$ cat src/hw/adma_macros.svh
`ifndef ADMA_MACROS_SVH
`define ADMA_MACROS_SVH

// descriptor word as it comes out of the descriptor FIFO
`define ADMA_DESC_W 64
`define ADMA_ATTR_W 6 // attribute field, low bits of the word

// attribute bit positions
`define ADMA_ATTR_VALID 0
`define ADMA_ATTR_END 1
`define ADMA_ATTR_TRAN 5

// --------------------
// timing
`define ADMA_DES_RD_LATENCY 5 // read strobe to stable FIFO data
`define ADMA_SETTLE_CYCLES 64 // simulation value, about 1M on a real card
`define ADMA_BUSY_RETRIES 10 // settle waits allowed for one block
`define ADMA_WAIT_CNT_W 7 // must hold ADMA_SETTLE_CYCLES-1
`define ADMA_RETRY_CNT_W 4 // must hold ADMA_BUSY_RETRIES-1

`endif

$ cat src/hw/adma_pkg.sv
`default_nettype none

`include "adma_macros.svh"

package adma_pkg;

	// --------------------
	// data widths
	typedef logic [`ADMA_DESC_W-1:0] desc_word_t; // one descriptor entry
	typedef logic [`ADMA_ATTR_W-1:0] desc_attr_t; // valid, end, tran and spare bits

	// --------------------
	// counters
	typedef logic [`ADMA_WAIT_CNT_W-1:0] settle_cnt_t; // settle timer
	typedef logic [`ADMA_RETRY_CNT_W-1:0] retry_cnt_t; // settle waits done for a block

	// sequencer states, walked once per descriptor
	typedef enum logic [2:0] {
		st_idle, // waiting for start
		st_fetch, // request a descriptor
		st_fetch_wait, // descriptor on its way from the FIFO
		st_decode, // look at valid / end / tran
		st_xfer, // kick the data path
		st_xfer_wait, // block in flight
		st_card_wait, // settle time and busy check
		st_cmd12 // stop the multi block write
	} seq_state_t;

endpackage

`default_nettype wire

$ cat src/hw/adma_desc_if.sv
`default_nettype none

// descriptor fetch <-> sequencer
interface adma_desc_if;

	logic fetch_req; // one cycle, from the sequencer
	logic desc_ready; // one cycle, attributes just captured
	logic attr_valid; // held until next capture
	logic attr_end;
	logic attr_tran;

	// fetch side owns the FIFO and the captured attributes
	modport fetch (
		input fetch_req,
		output desc_ready, attr_valid, attr_end, attr_tran
	);

	modport seq (
		output fetch_req,
		input desc_ready, attr_valid, attr_end, attr_tran
	);

endinterface

`default_nettype wire

$ cat src/hw/adma_wait_if.sv
`default_nettype none

// sequencer <-> card wait
interface adma_wait_if;

	logic wait_start; // one cycle, starts a settle wait
	logic last_blk; // qualifies wait_start
	logic wait_done; // one cycle, wait finished
	logic card_free; // qualifies wait_done

	modport seq (output wait_start, last_blk, input wait_done, card_free);

	modport waiter (input wait_start, last_blk, output wait_done, card_free);

endinterface

`default_nettype wire

$ cat src/hw/adma_desc_fetch.sv
`default_nettype none

`include "adma_macros.svh"

// reads one descriptor per fetch_req and hands the attributes to the sequencer
module adma_desc_fetch
	import adma_pkg::*;
(
	input logic clk,
	input logic reset,
	input desc_word_t des_rd_data, // from descriptor FIFO, late by read latency
	adma_desc_if.fetch desc,
	output logic des_fifo_rd_strb // pops one FIFO entry
);

	logic busy; // a read is outstanding
	logic [$clog2(`ADMA_DES_RD_LATENCY+1)-1:0] lat_cnt; // cycles since the read strobe
	logic capture; // FIFO data is stable this cycle
	logic desc_ready_q;
	desc_attr_t attr_q; // attribute field of the last descriptor

	assign capture = busy && (lat_cnt == `ADMA_DES_RD_LATENCY);

	// --------------------
	// read strobe and latency count
	always_ff @(posedge clk) begin
		if (reset) begin
			des_fifo_rd_strb <= 1'b0;
			busy <= 1'b0;
			lat_cnt <= '0;
			desc_ready_q <= 1'b0;
		end else begin
			des_fifo_rd_strb <= desc.fetch_req; // one cycle behind the request
			desc_ready_q <= capture; // ready one cycle after capture
			if (desc.fetch_req) begin
				busy <= 1'b1;
				lat_cnt <= '0; // zero while the strobe is high
			end else if (capture) begin
				busy <= 1'b0; // free for the next request
			end else if (busy) begin
				lat_cnt <= lat_cnt + 1'b1;
			end
		end
	end

	// attribute field sits in the low bits of the word
	always_ff @(posedge clk) begin
		if (capture)
			attr_q <= des_rd_data[`ADMA_ATTR_W-1:0];
	end

	// --------------------
	// to the sequencer
	assign desc.desc_ready = desc_ready_q;
	assign desc.attr_valid = attr_q[`ADMA_ATTR_VALID];
	assign desc.attr_end = attr_q[`ADMA_ATTR_END];
	assign desc.attr_tran = attr_q[`ADMA_ATTR_TRAN];

	// the sequencer must wait for desc_ready before asking again
	a_no_overlap: assert property (
		@(posedge clk) disable iff (reset)
		desc.fetch_req |-> !busy
	) else $error("fetch_req while a descriptor read is outstanding");

endmodule

`default_nettype wire

$ cat src/hw/adma_xfer_seq.sv
`default_nettype none

// ADMA2 write sequencer: walks the descriptor chain, one block per tran entry
module adma_xfer_seq
	import adma_pkg::*;
(
	input logic clk,
	input logic reset,
	input logic start_strb, // one cycle, only looked at in idle
	input logic dat_tf_done, // data path finished the block
	adma_desc_if.seq desc,
	adma_wait_if.seq wait_ch,
	output logic blk_start_strb, // one cycle per block
	output logic auto_cmd12_strb, // one cycle at the end of the run
	output logic adma_active // high from start until after CMD12 / stop
);

	seq_state_t state;
	logic wait_start_q; // settle wait request
	logic last_blk_q; // end bit of the block in flight

	// --------------------
	// state machine
	always_ff @(posedge clk) begin
		if (reset) begin
			state <= st_idle;
			wait_start_q <= 1'b0;
			last_blk_q <= 1'b0;
		end else begin
			wait_start_q <= 1'b0; // strobe by default
			case (state)
				st_idle: begin
					if (start_strb)
						state <= st_fetch;
				end
				st_fetch: begin
					state <= st_fetch_wait; // fetch_req is out this cycle
				end
				st_fetch_wait: begin
					if (desc.desc_ready) // attributes valid from now on
						state <= st_decode;
				end
				st_decode: begin
					// invalid entry ends the chain quietly
					if (!desc.attr_valid)
						state <= st_idle;
					else if (desc.attr_tran)
						state <= st_xfer;
					else if (!desc.attr_end)
						state <= st_fetch; // nop, take the next one
					else
						state <= st_idle; // end without data, no CMD12
				end
				st_xfer: begin
					state <= st_xfer_wait;
				end
				st_xfer_wait: begin
					if (dat_tf_done) begin
						wait_start_q <= 1'b1;
						last_blk_q <= desc.attr_end;
						state <= st_card_wait;
					end
				end
				st_card_wait: begin
					if (wait_ch.wait_done) begin
						// last block settled, or card stuck busy
						if (last_blk_q || !wait_ch.card_free)
							state <= st_cmd12;
						else
							state <= st_fetch; // card free, next descriptor
					end
				end
				st_cmd12: begin
					state <= st_idle;
				end
				default: begin
					state <= st_idle; // recover
				end
			endcase
		end
	end

	// --------------------
	// outputs decoded from state
	assign desc.fetch_req = (state == st_fetch);
	assign blk_start_strb = (state == st_xfer);
	assign auto_cmd12_strb = (state == st_cmd12);
	assign adma_active = (state != st_idle);

	assign wait_ch.wait_start = wait_start_q;
	assign wait_ch.last_blk = last_blk_q; // valid with wait_start

	// state known, and each returning handshake lands in the state that waits for it
	a_state_legal: assert property (
		@(posedge clk) disable iff (reset)
		!$isunknown(state)
			&& (!desc.desc_ready || state == st_fetch_wait)
			&& (!wait_ch.wait_done || state == st_card_wait)
	) else $error("sequencer state out of step with its handshakes");

endmodule

`default_nettype wire

$ cat src/hw/adma_card_wait.sv
`default_nettype none

`include "adma_macros.svh"

// settle timer after each block, then checks the card busy line
module adma_card_wait
	import adma_pkg::*;
(
	input logic clk,
	input logic reset,
	input logic wr_busy, // card holds D0 low while programming
	adma_wait_if.waiter wait_ch
);

	logic running; // a wait is in progress
	logic expired; // settle time is up this cycle
	logic last_q; // no busy check for the last block
	settle_cnt_t timer;
	retry_cnt_t retry_cnt; // settle waits finished for this block
	logic wait_done_q;
	logic card_free_q;

	assign expired = running && (timer == settle_cnt_t'(`ADMA_SETTLE_CYCLES - 1));

	// --------------------
	// timer and retries
	always_ff @(posedge clk) begin
		if (reset) begin
			running <= 1'b0;
			timer <= '0;
			retry_cnt <= '0;
			last_q <= 1'b0;
			wait_done_q <= 1'b0;
		end else begin
			wait_done_q <= 1'b0;
			if (wait_ch.wait_start) begin
				running <= 1'b1;
				timer <= '0;
				retry_cnt <= '0; // fresh block
				last_q <= wait_ch.last_blk;
			end else if (expired) begin
				if (last_q || !wr_busy) begin
					running <= 1'b0; // done, card_free set below
					wait_done_q <= 1'b1;
				end else if (retry_cnt < retry_cnt_t'(`ADMA_BUSY_RETRIES - 1)) begin
					retry_cnt <= retry_cnt + 1'b1; // still busy, wait again
					timer <= '0;
				end else begin
					running <= 1'b0; // out of retries
					wait_done_q <= 1'b1;
				end
			end else if (running) begin
				timer <= timer + 1'b1;
			end
		end
	end

	// result sampled with the busy line at expiry
	always_ff @(posedge clk) begin
		if (expired)
			card_free_q <= last_q || !wr_busy;
	end

	assign wait_ch.wait_done = wait_done_q;
	assign wait_ch.card_free = card_free_q;

	// a new wait is only requested after the previous done
	a_done_start: assert property (
		@(posedge clk) disable iff (reset)
		wait_ch.wait_start |-> !wait_ch.wait_done
	) else $error("wait_done and wait_start in the same cycle");

endmodule

`default_nettype wire

$ cat src/hw/adma_top.sv
`default_nettype none

// ADMA2 write engine, plain ports toward host controller and card
module adma_top
	import adma_pkg::*;
(
	input logic clk,
	input logic reset,
	input logic start_strb, // begin a run
	input desc_word_t des_rd_data, // descriptor FIFO read data
	input logic dat_tf_done, // block written by the data path
	input logic wr_busy, // card busy on D0
	output logic des_fifo_rd_strb, // pop descriptor FIFO
	output logic blk_start_strb, // send one block
	output logic auto_cmd12_strb, // stop transmission
	output logic adma_active // run in progress
);

	// --------------------
	// internal channels
	adma_desc_if desc_ch ();
	adma_wait_if wait_ch ();

	// input side
	adma_desc_fetch u_fetch (
		.clk (clk),
		.reset (reset),
		.des_rd_data (des_rd_data),
		.desc (desc_ch.fetch),
		.des_fifo_rd_strb (des_fifo_rd_strb)
	);

	// descriptor walk and block order
	adma_xfer_seq u_seq (
		.clk (clk),
		.reset (reset),
		.start_strb (start_strb),
		.dat_tf_done (dat_tf_done),
		.desc (desc_ch.seq),
		.wait_ch (wait_ch.seq),
		.blk_start_strb (blk_start_strb),
		.auto_cmd12_strb (auto_cmd12_strb),
		.adma_active (adma_active)
	);

	// settle and busy check
	adma_card_wait u_wait (
		.clk (clk),
		.reset (reset),
		.wr_busy (wr_busy),
		.wait_ch (wait_ch.waiter)
	);

endmodule

`default_nettype wire

$ cat config.mk
export PLATFORM = sky130hd
export DESIGN_NAME = adma_top
export DESIGN_NICKNAME = d
export VERILOG_FILES = /design/src/hw/adma_pkg.sv /design/src/hw/adma_desc_if.sv /design/src/hw/adma_wait_if.sv /design/src/hw/adma_desc_fetch.sv /design/src/hw/adma_xfer_seq.sv /design/src/hw/adma_card_wait.sv /design/src/hw/adma_top.sv
export VERILOG_INCLUDE_DIRS = /design/src /design/src/hw
export SDC_FILE = /design/constraint.sdc
export NUM_CORES = 1
export LEC_CHECK = 0
export ABC_AREA = 0
export BUFFER_PORTS_ARGS = -buffer_cell sky130_fd_sc_hd__clkbuf_2
export CORE_MARGIN = 2
export CORE_UTILIZATION = 44
export CTS_CLUSTER_SIZE = 10
export DETAILED_ROUTE_END_ITERATION = 12
export GPL_TIMING_DRIVEN = 0
export HOLD_SLACK_MARGIN = 0.12
export PLACE_DENSITY = 0.79
export SLEW_MARGIN = 20
export SYNTH_ARGS = -nofsm -noshare
export SYNTH_HDL_FRONTEND = slang
export SYNTH_SLANG_ARGS = --single-unit
$ cat constraint.sdc
create_clock -name clk -period 2.3 [get_ports clk]
set_input_delay 0.46 -clock clk [delete_from_list [all_inputs] [get_ports clk]]
set_output_delay 0.46 -clock clk [all_outputs]
set_load 0.02 [all_outputs]
==> results of run 1 <==
[cells in the mapped netlist (4+ instances only)]
master / n
sky130_fd_sc_hd__a21oi_1: 11
sky130_fd_sc_hd__and3_1: 4
sky130_fd_sc_hd__clkbuf_1: 5
sky130_fd_sc_hd__dfxtp_1: 25
sky130_fd_sc_hd__edfxtp_1: 4
sky130_fd_sc_hd__ha_1: 5
sky130_fd_sc_hd__inv_1: 6
sky130_fd_sc_hd__mux2i_1: 5
sky130_fd_sc_hd__nand2_1: 10
sky130_fd_sc_hd__nand3_1: 4
sky130_fd_sc_hd__nor2_1: 12
sky130_fd_sc_hd__nor3_1: 4
[final cells by class]
class                           count  area [um2]
Tap cell                           33       41.29
Sequential cell                    29       620.6
Inverter                            6       22.52
Multi-Input combinational cell     99       690.7
Timing Repair Buffer               10       50.05
Fill cell                         294        1496
Buffer                              7       30.03
Clock buffer                        6       41.29
Clock inverter                      2       10.01
[cell families after synthesis]
| kind of cell | after synthesis |
|---|---|
| compound gates | 27 |
| xor+xnor | 3 |
| fa+ha+maj | 5 |
| buf+inv | 13 |
| flops | 29 |
| mux | 7 |
| simple gates | 57 |
[stage by stage]
step | hold WS, ns | power [mW] | setup WS (ns)
final | 0.2963 | 0.9376 | 0.3783
after floorplan | 0.4106 | 0.6268 | 0.6992
after global routing | 0.2936 | 0.9786 | 0.2836
after global placement | 0.4256 | 0.6502 | 0.5285
after detailed placement | 0.4310 | 0.6566 | 0.4766
after CTS | 0.2888 | 0.9452 | 0.3982
[layer usage]
layer  track usage  vias up  part of all wire
li1              -      544                 -
met1        0.2041      491              0.44
met2        0.2811       10              0.50
met3       0.04762        8             0.029
met4        0.1079        0             0.027
met5             0        -                 0
[state kept, by name, summed over array words and instances (netlist names), 3 cells and up]
name / count
u_wait.timer: 7
u_fetch.lat_cnt: 3
u_fetch.attr_q: 3
u_wait.retry_cnt: 4
u_seq.state: 3
[worst max-delay path, delay by kind of cell (launching register included)]
| kind | cells | cell delay [ns] |
|---|---|---|
| and+or+nand+nor | 1 | 0.25 |
| buffers and inverters | 2 | 0.53 |
| DFF | 1 | 0.34 |
[power by group]
group | leakage (nW) | total (mW) | switching, mW | internal (mW)
logic | 0.308 | 0.108 | 0.0663 | 0.0418
registers | 0.238 | 0.537 | 0.00887 | 0.528
clock network | 0.0320 | 0.292 | 0.176 | 0.116
total | 0.579 | 0.938 | 0.251 | 0.686
[how the worst max path moves through the flow]
stage | end | depth (start not counted) | slack (ns) | startpoint
after floorplan | u_wait.timer[3] | 6 | 0.70 | u_wait.retry_cnt[0]
after global placement | u_wait.timer[3] | 5 | 0.53 | u_wait.timer[0]
after detailed placement | u_wait.timer[3] | 5 | 0.48 | u_wait.timer[0]
after CTS | blk_start_strb | 3 | 0.40 | u_seq.state[2]
after global routing | blk_start_strb | 3 | 0.28 | u_seq.state[2]
final | blk_start_strb | 3 | 0.38 | u_seq.state[2]
==> results.toml, run 1 <==
[routing]
totalWireLength_mm = 2.522
post_drt_wl_per_cell_um = 13.14
drc = 0
via_per_inst = 5.484
drt_first_pass_iters = 4
via_count = 1053
antenna_violating_nets_post_route = 0
dr.first_iter.drc_count = 28

[final_layout]
design.final.nets = 232
layout.cell_area.non_filler_um2 = 1506
antenna_cells = 0
postLayoutCoreUtil = 0.5017
layout-drive-gt1-share = 0.1824
layout.cells.most_common = "sky130_fd_sc_hd__dfxtp_1"
instances_no_fill = 192
layout.cells.most_common_list = "sky130_fd_sc_hd__dfxtp_1, sky130_fd_sc_hd__nor2_1, sky130_fd_sc_hd__a21oi_1"
area_growth_pct = 10.46

[grt]
groute.usage.overall = 0.1743
grt_pass1_vias = 1030
maximum_number_of_pins_on_one_net_before_global_route_repair = 11
overflow = 0
grt_pass1_wl_mm = 4.505
initial_antenna_violation_count = 0

[placement]
hpwl_mm = 1.808
globalplace.congestion = 0.8484
io_buffer_count = 10
post-place-cells = 184
detailed_place.area_um2 = 1455

[setup_path]
worstPathRequired_ns = 1.84
timing.critical_path.slowest_stage_cell = "sky130_fd_sc_hd__dfxtp_1"
rr_worst_depth = 5
ordered_cell_list_for_the_critical_path = "clkbuf_1 > nor3b_1 > clkbuf_2"
cp.arrival_ns = 1.46
cp_slowest_stage_delay_ns = 0.34
critical_path.reg2reg.startpoint = "u_wait.timer[0]"
r2r_end = "u_wait.timer[3]"
critical_path_peak_fanout = 10
critical_setup_path_class = "reg -> out"
r2r_slack_ns = 0.44
cp-start-kind = "flop"
end_kind = "output pin"

[logic_synthesis]
synth.largest_area_cell = "sky130_fd_sc_hd__dfxtp_1"
postSynthCellCount = 141
complex_gate_fraction_of_the_synthesized_area = 0.1450
yosysUniqueCellTypes = 42
mappedNetlistNets = 215
yosys_warnings = 0
synth_largest_type_area_fraction = 0.3670
synth_seq_cells = 29
synth-adder-area-share = 0.04587
yosysSeqAreaShare = 0.4550
synth.area.top_cells = "sky130_fd_sc_hd__dfxtp_1, sky130_fd_sc_hd__edfxtp_1, sky130_fd_sc_hd__ha_1"
synth_area_per_cell_um2 = 9.672
synth_xor_area_frac = 0.01927
yosys-mux-area-fraction = 0.05321
synth_area_um2 = 1364
synth_top_family_by_area = "simple AND/OR/NAND/NOR gates"
synth_enable_flop_cells = 4
ys.flop_type = "sky130_fd_sc_hd__dfxtp_1"
synth-async-reset-ratio = 0
synthSimpleGateAreaFrac = 0.2431

[timing]
clock_skew_ns = 0.01122
fin_setup_tns_ns = 0
grt_setup_unrepaired = "no"
period_share = 0.8355
timing_max_transition_violations_final = 0
layout_min_cycle_time_ns = 1.922
timing_worst_slew_pin_value_ns = 0.5958
fmaxAchievable_ghz = 0.5204
final_hold_viol_count = 0
setup_viol = 0
maxSlewHeadroom = 0.5992

[hold_path]
worst_hold_start = "des_rd_data[0]"
min_path_cells = 1
worst_hold_path.endpoint = "u_fetch.attr_q[0]"
hold_path.class = "in -> reg"

[clocking]
cts.path.max_buffers = 2
cts_resized = 0
post_cts_hold_buffer_count = 0
cts-htree-levels = 2
clock-root-buffer = "sky130_fd_sc_hd__clkbuf_4"
worst_skew_pair_later_pin_latency_ns = 0.34
tritoncts_num_sinks = 29
number_of_setup_buffers_added_after_cts = 0
tritoncts = "yes"
numCtsBuffers = 5
worst_setup_hold_path_clk_slew_ns = 0.09

[pwr]
ir_drop_mv = 0.4203
total_leakage_power_nw = 0.5787
power_density_nw_per_um2 = 622.4

[floorplanning]
fp.dieArea_um2 = 3561
die_height_um = 59.68
fp-row-count = 20
core_um2 = 3003
io_pins = 73
start_util = 0.4542
dieWidth_um = 59.68

[flow_run]
max_cap_viols = 0

[run_status]
run_status = "completed"
Note: power is estimated with default switching activity, not from simulation.
==> run 2: changes to the inputs <==
==> constraint.sdc (replaced) <==
create_clock -name clk -period 1.9 [get_ports clk]
set_input_delay 0.38 -clock clk [delete_from_list [all_inputs] [get_ports clk]]
set_output_delay 0.38 -clock clk [all_outputs]
set_load 0.02 [all_outputs]
==> run 2 against run 1 <==
Sequential share of layout area down 0.26 points. Setup slack worse by 0.27 ns. Final cell count up 0.52%. Total power up 21%. Sequential power up 21%. Clock skew down 0.0018 ns. Largest cell class unchanged.
==> results.toml, run 2 (same netlist as run 1, synthesis figures left out) <==
[run_status]
run_status = "completed"

[setup_path]
worstPathRequired_ns = 2.12
critical_setup_path_class = "reg -> reg"
r2r_slack_ns = 0.10
cp-start-kind = "flop"
crit_start = "u_wait.timer[1]"
end_kind = "flop"
critical_path.endpoint = "u_wait.timer[3]"
rr_worst_depth = 6
cp_top_family = "flip-flops"
critical_path_peak_fanout = 8
ordered_cell_list_for_the_critical_path = "ha_2 > nand4_1 > a2111oi_4 > buf_4 > nor2_1 > mux2_2"
crit_cells = 6
timing.critical_path.slowest_stage_cell = "sky130_fd_sc_hd__dfxtp_1"
critical_path.reg2reg.startpoint = "u_wait.timer[1]"
r2r_end = "u_wait.timer[3]"
cp.arrival_ns = 2.02
cp.buffers_inverters = 1
cp_slowest_stage_delay_ns = 0.37

[final_layout]
antenna_cells = 0
area_growth_pct = 11.38
area.sequential_um2 = 621.8
largestRegisters = "u_wait.timer (7), u_wait.retry_cnt (4)"
largest_register = "u_wait.timer"
layout-drive-gt1-share = 0.2063
instances_no_fill = 193
largest_reg_flops = 7
nFillCells = 296
design.final.nets = 233
layout.cells.most_common_list = "sky130_fd_sc_hd__dfxtp_1, sky130_fd_sc_hd__nor2_1, sky130_fd_sc_hd__clkbuf_2, sky130_fd_sc_hd__a21oi_1, sky130_fd_sc_hd__nand2_1"
multi_input_logic_area_um2 = 693.2
layout.cells.most_common = "sky130_fd_sc_hd__dfxtp_1"

[timing]
layout_min_cycle_time_ns = 1.796
setup_viol = 0
fin_worst_hold_slack_ns = 0.2170
final_hold_viol_count = 0
fmaxAchievable_ghz = 0.5568
period_share = 0.9452
clock_skew_ns = 0.009462
timing_max_transition_violations_final = 0
fin_setup_tns_ns = 0
fin_ws_ns = 0.1041
maxSlewHeadroom = 0.5946
timing_worst_slew_pin_value_ns = 0.6027

[placement]
hpwl_mm = 1.808
io_buffer_count = 10
post-place-ws_ns = 0.07660
globalplace.congestion = 0.8484
post-place-cells = 184

[pwr]
swShare = 0.2679
power_switching_mw = 0.3040
power.share.combinational = 0.116
share_clk_of_total_power = 0.311
intPower_mw = 0.8306
ir_drop_mv = 0.5112
power_density_nw_per_um2 = 746.9
total_leakage_power_nw = 0.5850
sequentialPowerShare = 0.574

[grt]
global_route.usage.met3 = 0.04762
grt_pass1_wl_mm = 4.505
grt_util_met1 = 0.2041
initial_antenna_violation_count = 0
globalRoute.busiestLayer = "met2"
maximum_number_of_pins_on_one_net_before_global_route_repair = 11
grt_pass1_vias = 1030
groute.usage.overall = 0.1743
gr-usage-met2 = 0.2811
overflow = 0

[routing]
dr.first_iter.drc_count = 21
via_count = 1072
totalWireLength_mm = 2.602
post_drt_wl_per_cell_um = 13.48
drc = 0
antenna_violating_nets_post_route = 0
drt_first_pass_iters = 4
via_per_inst = 5.554

[floorplanning]
die_height_um = 59.68
core_um2 = 3003
start_util = 0.4542
dieWidth_um = 59.68
io_pins = 73
fp.dieArea_um2 = 3561
fp-row-count = 20

[clocking]
tritoncts = "yes"
numCtsBuffers = 5
tritoncts_num_sinks = 29
clock-root-buffer = "sky130_fd_sc_hd__clkbuf_4"
cts.path.max_buffers = 2
cts-htree-levels = 2
worst_setup_hold_path_clk_slew_ns = 0.09
post_cts_hold_buffer_count = 0
worst_skew_pair_later_pin_latency_ns = 0.33

[hold_path]
hold_path.class = "in -> reg"

[flow_run]
max_cap_viols = 0
## run 2: cell count changes in the layout (fill, tap and decap cells not counted)
cell / previous run / this run
sky130_fd_sc_hd__clkbuf_1: 6 / 5
sky130_fd_sc_hd__dfxtp_2: 0 / 1
sky130_fd_sc_hd__ha_1: 5 / 4
sky130_fd_sc_hd__ha_2: 0 / 1
sky130_fd_sc_hd__dfxtp_1: 25 / 24
sky130_fd_sc_hd__buf_4: 1 / 2
sky130_fd_sc_hd__clkbuf_2: 10 / 11
## run 2: cell type report
class / instances / area share
Inverter: 6 / 0.01483
Timing Repair Buffer: 11 / 0.03789
Buffer: 7 / 0.02059
Multi-Input combinational cell: 99 / 0.4563
Sequential cell: 29 / 0.4094
Clock buffer: 6 / 0.02718
Tap cell: 33 / 0.02718
Clock inverter: 2 / 0.006590
## run 2: how the worst min path moves through the flow
| stage | from | to | slack (ns) | depth (start not counted) |
|---|---|---|---|---|
| 2_1_floorplan | u_wait.timer[6] | u_wait.timer[6] | 0.41 | 2 |
| 3_3_place_gp | u_wait.timer[6] | u_wait.timer[6] | 0.43 | 2 |
| 3_5_place_dp | u_wait.timer[6] | u_wait.timer[6] | 0.43 | 2 |
| 4_1_cts | des_rd_data[5] | u_fetch.attr_q[5] | 0.21 | 1 |
| 5_1_grt | des_rd_data[5] | u_fetch.attr_q[5] | 0.21 | 1 |
| 6_report | des_rd_data[5] | u_fetch.attr_q[5] | 0.22 | 1 |
## run 2: stage by stage
stage	util	area [um2]	power [mW]
final	0.5058	1519	1.135
after global routing	0.5058	1519	1.184
after CTS	0.5017	1506	1.144
after detailed placement	0.4846	1455	0.7948
after global placement	0.4846	1455	0.7871
after floorplan	-	1364	0.7587
## run 2: power by group through the flow
stage	Clock (mW)	Combinational, mW	Sequential (mW)
detailed placement	0	0.130	0.665
CTS	0.363	0.131	0.651
floorplan	0	0.0935	0.665
global placement	0	0.124	0.663
global route	0.382	0.148	0.654
finish	0.353	0.131	0.651
## run 2: per-layer routing
metal  routed length (um)  vias to the layer above
li1                     -                      544
met2                 1296                       17
met5                    0                        -
met4                   72                        0
met1                 1135                      503
met3                   98                        8
## run 2: what timing repair did
item	in CTS	in global routing
resized for setup	0	4
hold endpoints to repair	0	0
buffers inserted	0	1
setup endpoints to repair	0	9
==> run 3: changes to the inputs <==
--- a/config.mk
+++ b/config.mk
@@ -9,12 +9,13 @@
 export ABC_AREA = 0
 export BUFFER_PORTS_ARGS = -buffer_cell sky130_fd_sc_hd__clkbuf_2
 export CORE_MARGIN = 2
-export CORE_UTILIZATION = 44
+export CORE_UTILIZATION = 46
+export CTS_BUF_LIST = sky130_fd_sc_hd__clkbuf_4 sky130_fd_sc_hd__clkbuf_8
 export CTS_CLUSTER_SIZE = 10
 export DETAILED_ROUTE_END_ITERATION = 12
 export GPL_TIMING_DRIVEN = 0
 export HOLD_SLACK_MARGIN = 0.12
-export PLACE_DENSITY = 0.79
+export PLACE_DENSITY = 0.82
 export SLEW_MARGIN = 20
 export SYNTH_ARGS = -nofsm -noshare
 export SYNTH_HDL_FRONTEND = slang
==> constraint.sdc (replaced) <==
create_clock -name clk -period 1.9 [get_ports clk]
set_input_delay 0.38 -clock clk [delete_from_list [all_inputs] [get_ports clk]]
set_output_delay 0.38 -clock clk [all_outputs]
set_load 0.1 [all_outputs]
==> run 3 against run 2 <==
Combinational power rose by 29%. Clock skew rose by 0.0042 ns. Setup slack got worse by 0.025 ns. Critical endpoint is now adma_active.
==> results.toml, run 3 (same netlist as run 1, synthesis figures left out) <==
[run_status]
run_status = "completed"

[timing]
fmaxAchievable_ghz = 0.5491
fin_ws_ns = 0.07867
timing_max_transition_violations_final = 0
period_share = 0.9586
clock_skew_ns = 0.01364
maxSlewHeadroom = 0.5651
layout_min_cycle_time_ns = 1.821
timing_worst_slew_pin_value_ns = 0.6465
final_hold_viol_count = 0
fin_setup_tns_ns = 0
grt_setup_unrepaired = "no"
setup_viol = 0

[clocking]
cts-htree-levels = 2
cts.path.max_buffers = 2
tritoncts_num_sinks = 29
worst_setup_hold_path_clk_slew_ns = 0.09
tritoncts = "yes"
worst_skew_pair_later_pin_latency_ns = 0.33
clock-root-buffer = "sky130_fd_sc_hd__clkbuf_4"
numCtsBuffers = 5

[final_layout]
layout-drive-gt1-share = 0.2102
area_growth_pct = 13.67
antenna_cells = 0
layout.cells.most_common_list = "sky130_fd_sc_hd__dfxtp_1, sky130_fd_sc_hd__nor2_1, sky130_fd_sc_hd__a21oi_1"
design.final.nets = 230
layout.cells.most_common = "sky130_fd_sc_hd__dfxtp_1"
nFillCells = 251
largest_register = "u_wait.timer"
largestRegisters = "u_wait.timer (7), u_wait.retry_cnt (4)"
largest_reg_flops = 7
layout.cell_area.non_filler_um2 = 1550

[routing]
via_count = 1041
totalWireLength_mm = 2.414
post_drt_wl_per_cell_um = 12.84
antenna_violating_nets_post_route = 0
via_per_inst = 5.537
dr.first_iter.drc_count = 15
drt_first_pass_iters = 4
drc = 0

[grt]
grt_pass1_wl_mm = 4.133
overflow = 0
grt_pass1_vias = 997
maximum_number_of_pins_on_one_net_before_global_route_repair = 13
groute.usage.overall = 0.1654
initial_antenna_violation_count = 0

[flow_run]
max_cap_viols = 0

[setup_path]
ordered_cell_list_for_the_critical_path = "or3_1 > clkbuf_4"
critical_path_peak_fanout = 12
end_kind = "output pin"
cp.buffers_inverters = 1
cp-start-kind = "flop"
cp_slowest_stage_delay_ns = 0.41
worstPathRequired_ns = 1.52
cp.arrival_ns = 1.44
r2r_slack_ns = 0.11
timing.critical_path.slowest_stage_cell = "sky130_fd_sc_hd__dfxtp_1"
cp_top_family = "flip-flops"
critical_setup_path_class = "reg -> out"

[floorplanning]
start_util = 0.4903
fp-row-count = 19
fp.dieArea_um2 = 3416
core_um2 = 2781
dieWidth_um = 58.45
io_pins = 73
die_height_um = 58.45

[placement]
detailed_place.area_um2 = 1464
io_buffer_count = 10
post-place-ws_ns = 0.09471
globalplace.congestion = 0.8835
hpwl_mm = 1.768

[pwr]
total_leakage_power_nw = 0.5938
ir_drop_mv = 0.7363
power_density_nw_per_um2 = 858.8

[hold_path]
hold_path.class = "in -> reg"
==> run 3: final cells by class <==
class                      instances  area, um2  share of cell area
multi-input combinational         99      704.4              0.4544
timing repair buffer              11      65.06             0.04197
inverter                           6      22.52             0.01453
clock inverter                     2      35.03             0.02260
clock buffer                       6      45.04             0.02906
sequential                        29      620.6              0.4003
tap                               31      38.79             0.02502
buffer                             4      18.77             0.01211
==> run 3: final timing paths <==
| kind | cells after the start | from | end |
|---|---|---|---|
| worst max-delay path | 2 | u_seq.state[2] | adma_active |
| worst min-delay path | 1 | des_rd_data[1] | u_fetch.attr_q[1] |
| worst max register to register | 6 | u_wait.timer[0] | u_wait.timer[5] |
| worst min register to register | 2 | u_wait.timer[6] | u_wait.timer[6] |
==> run 3: timing repair <==
item	CTS	global route
gates cloned	0	0
pin swaps	0	1
resized for setup	3	1
setup buffers	0	1
setup endpoints to repair	3	4
hold buffers	0	0
==> run 3: power breakdown <==
group | leakage (nW) | internal [mW] | switching, mW | total (mW)
Clock | 0.0456 | 0.290 | 0.204 | 0.494
Sequential | 0.238 | 0.640 | 0.0279 | 0.668
Combinational | 0.310 | 0.0509 | 0.118 | 0.169
==> run 3: metal layers <==
layer	vias up	wire, um	GRT usage
met3	7	79	0.06154
met1	484	1096	0.1927
met2	14	1186	0.2616
met4	0	52	0.09302
li1	536	-	-
met5	-	0	0
==> run 3: worst register-to-register path: stages, from the launching register on <==
cell	delay (ns)
sky130_fd_sc_hd__dfxtp_1	0.40
sky130_fd_sc_hd__ha_2	0.24
sky130_fd_sc_hd__nand4_1	0.19
sky130_fd_sc_hd__a2111oi_4	0.35
sky130_fd_sc_hd__buf_4	0.21
sky130_fd_sc_hd__nor2_1	0.05
sky130_fd_sc_hd__mux2_2	0.26
==> run 3: metrics by stage <==
stage                     hold slack [ns]    util  cells  power (mW)
after global routing               0.1959  0.5574    188       1.386
after floorplan                    0.4106       -    141      0.8122
final                              0.2194  0.5574    188       1.331
after CTS                          0.2098  0.5538    187       1.344
after detailed placement           0.4240  0.5263    182      0.8484
after global placement             0.4259  0.5263    182      0.8403
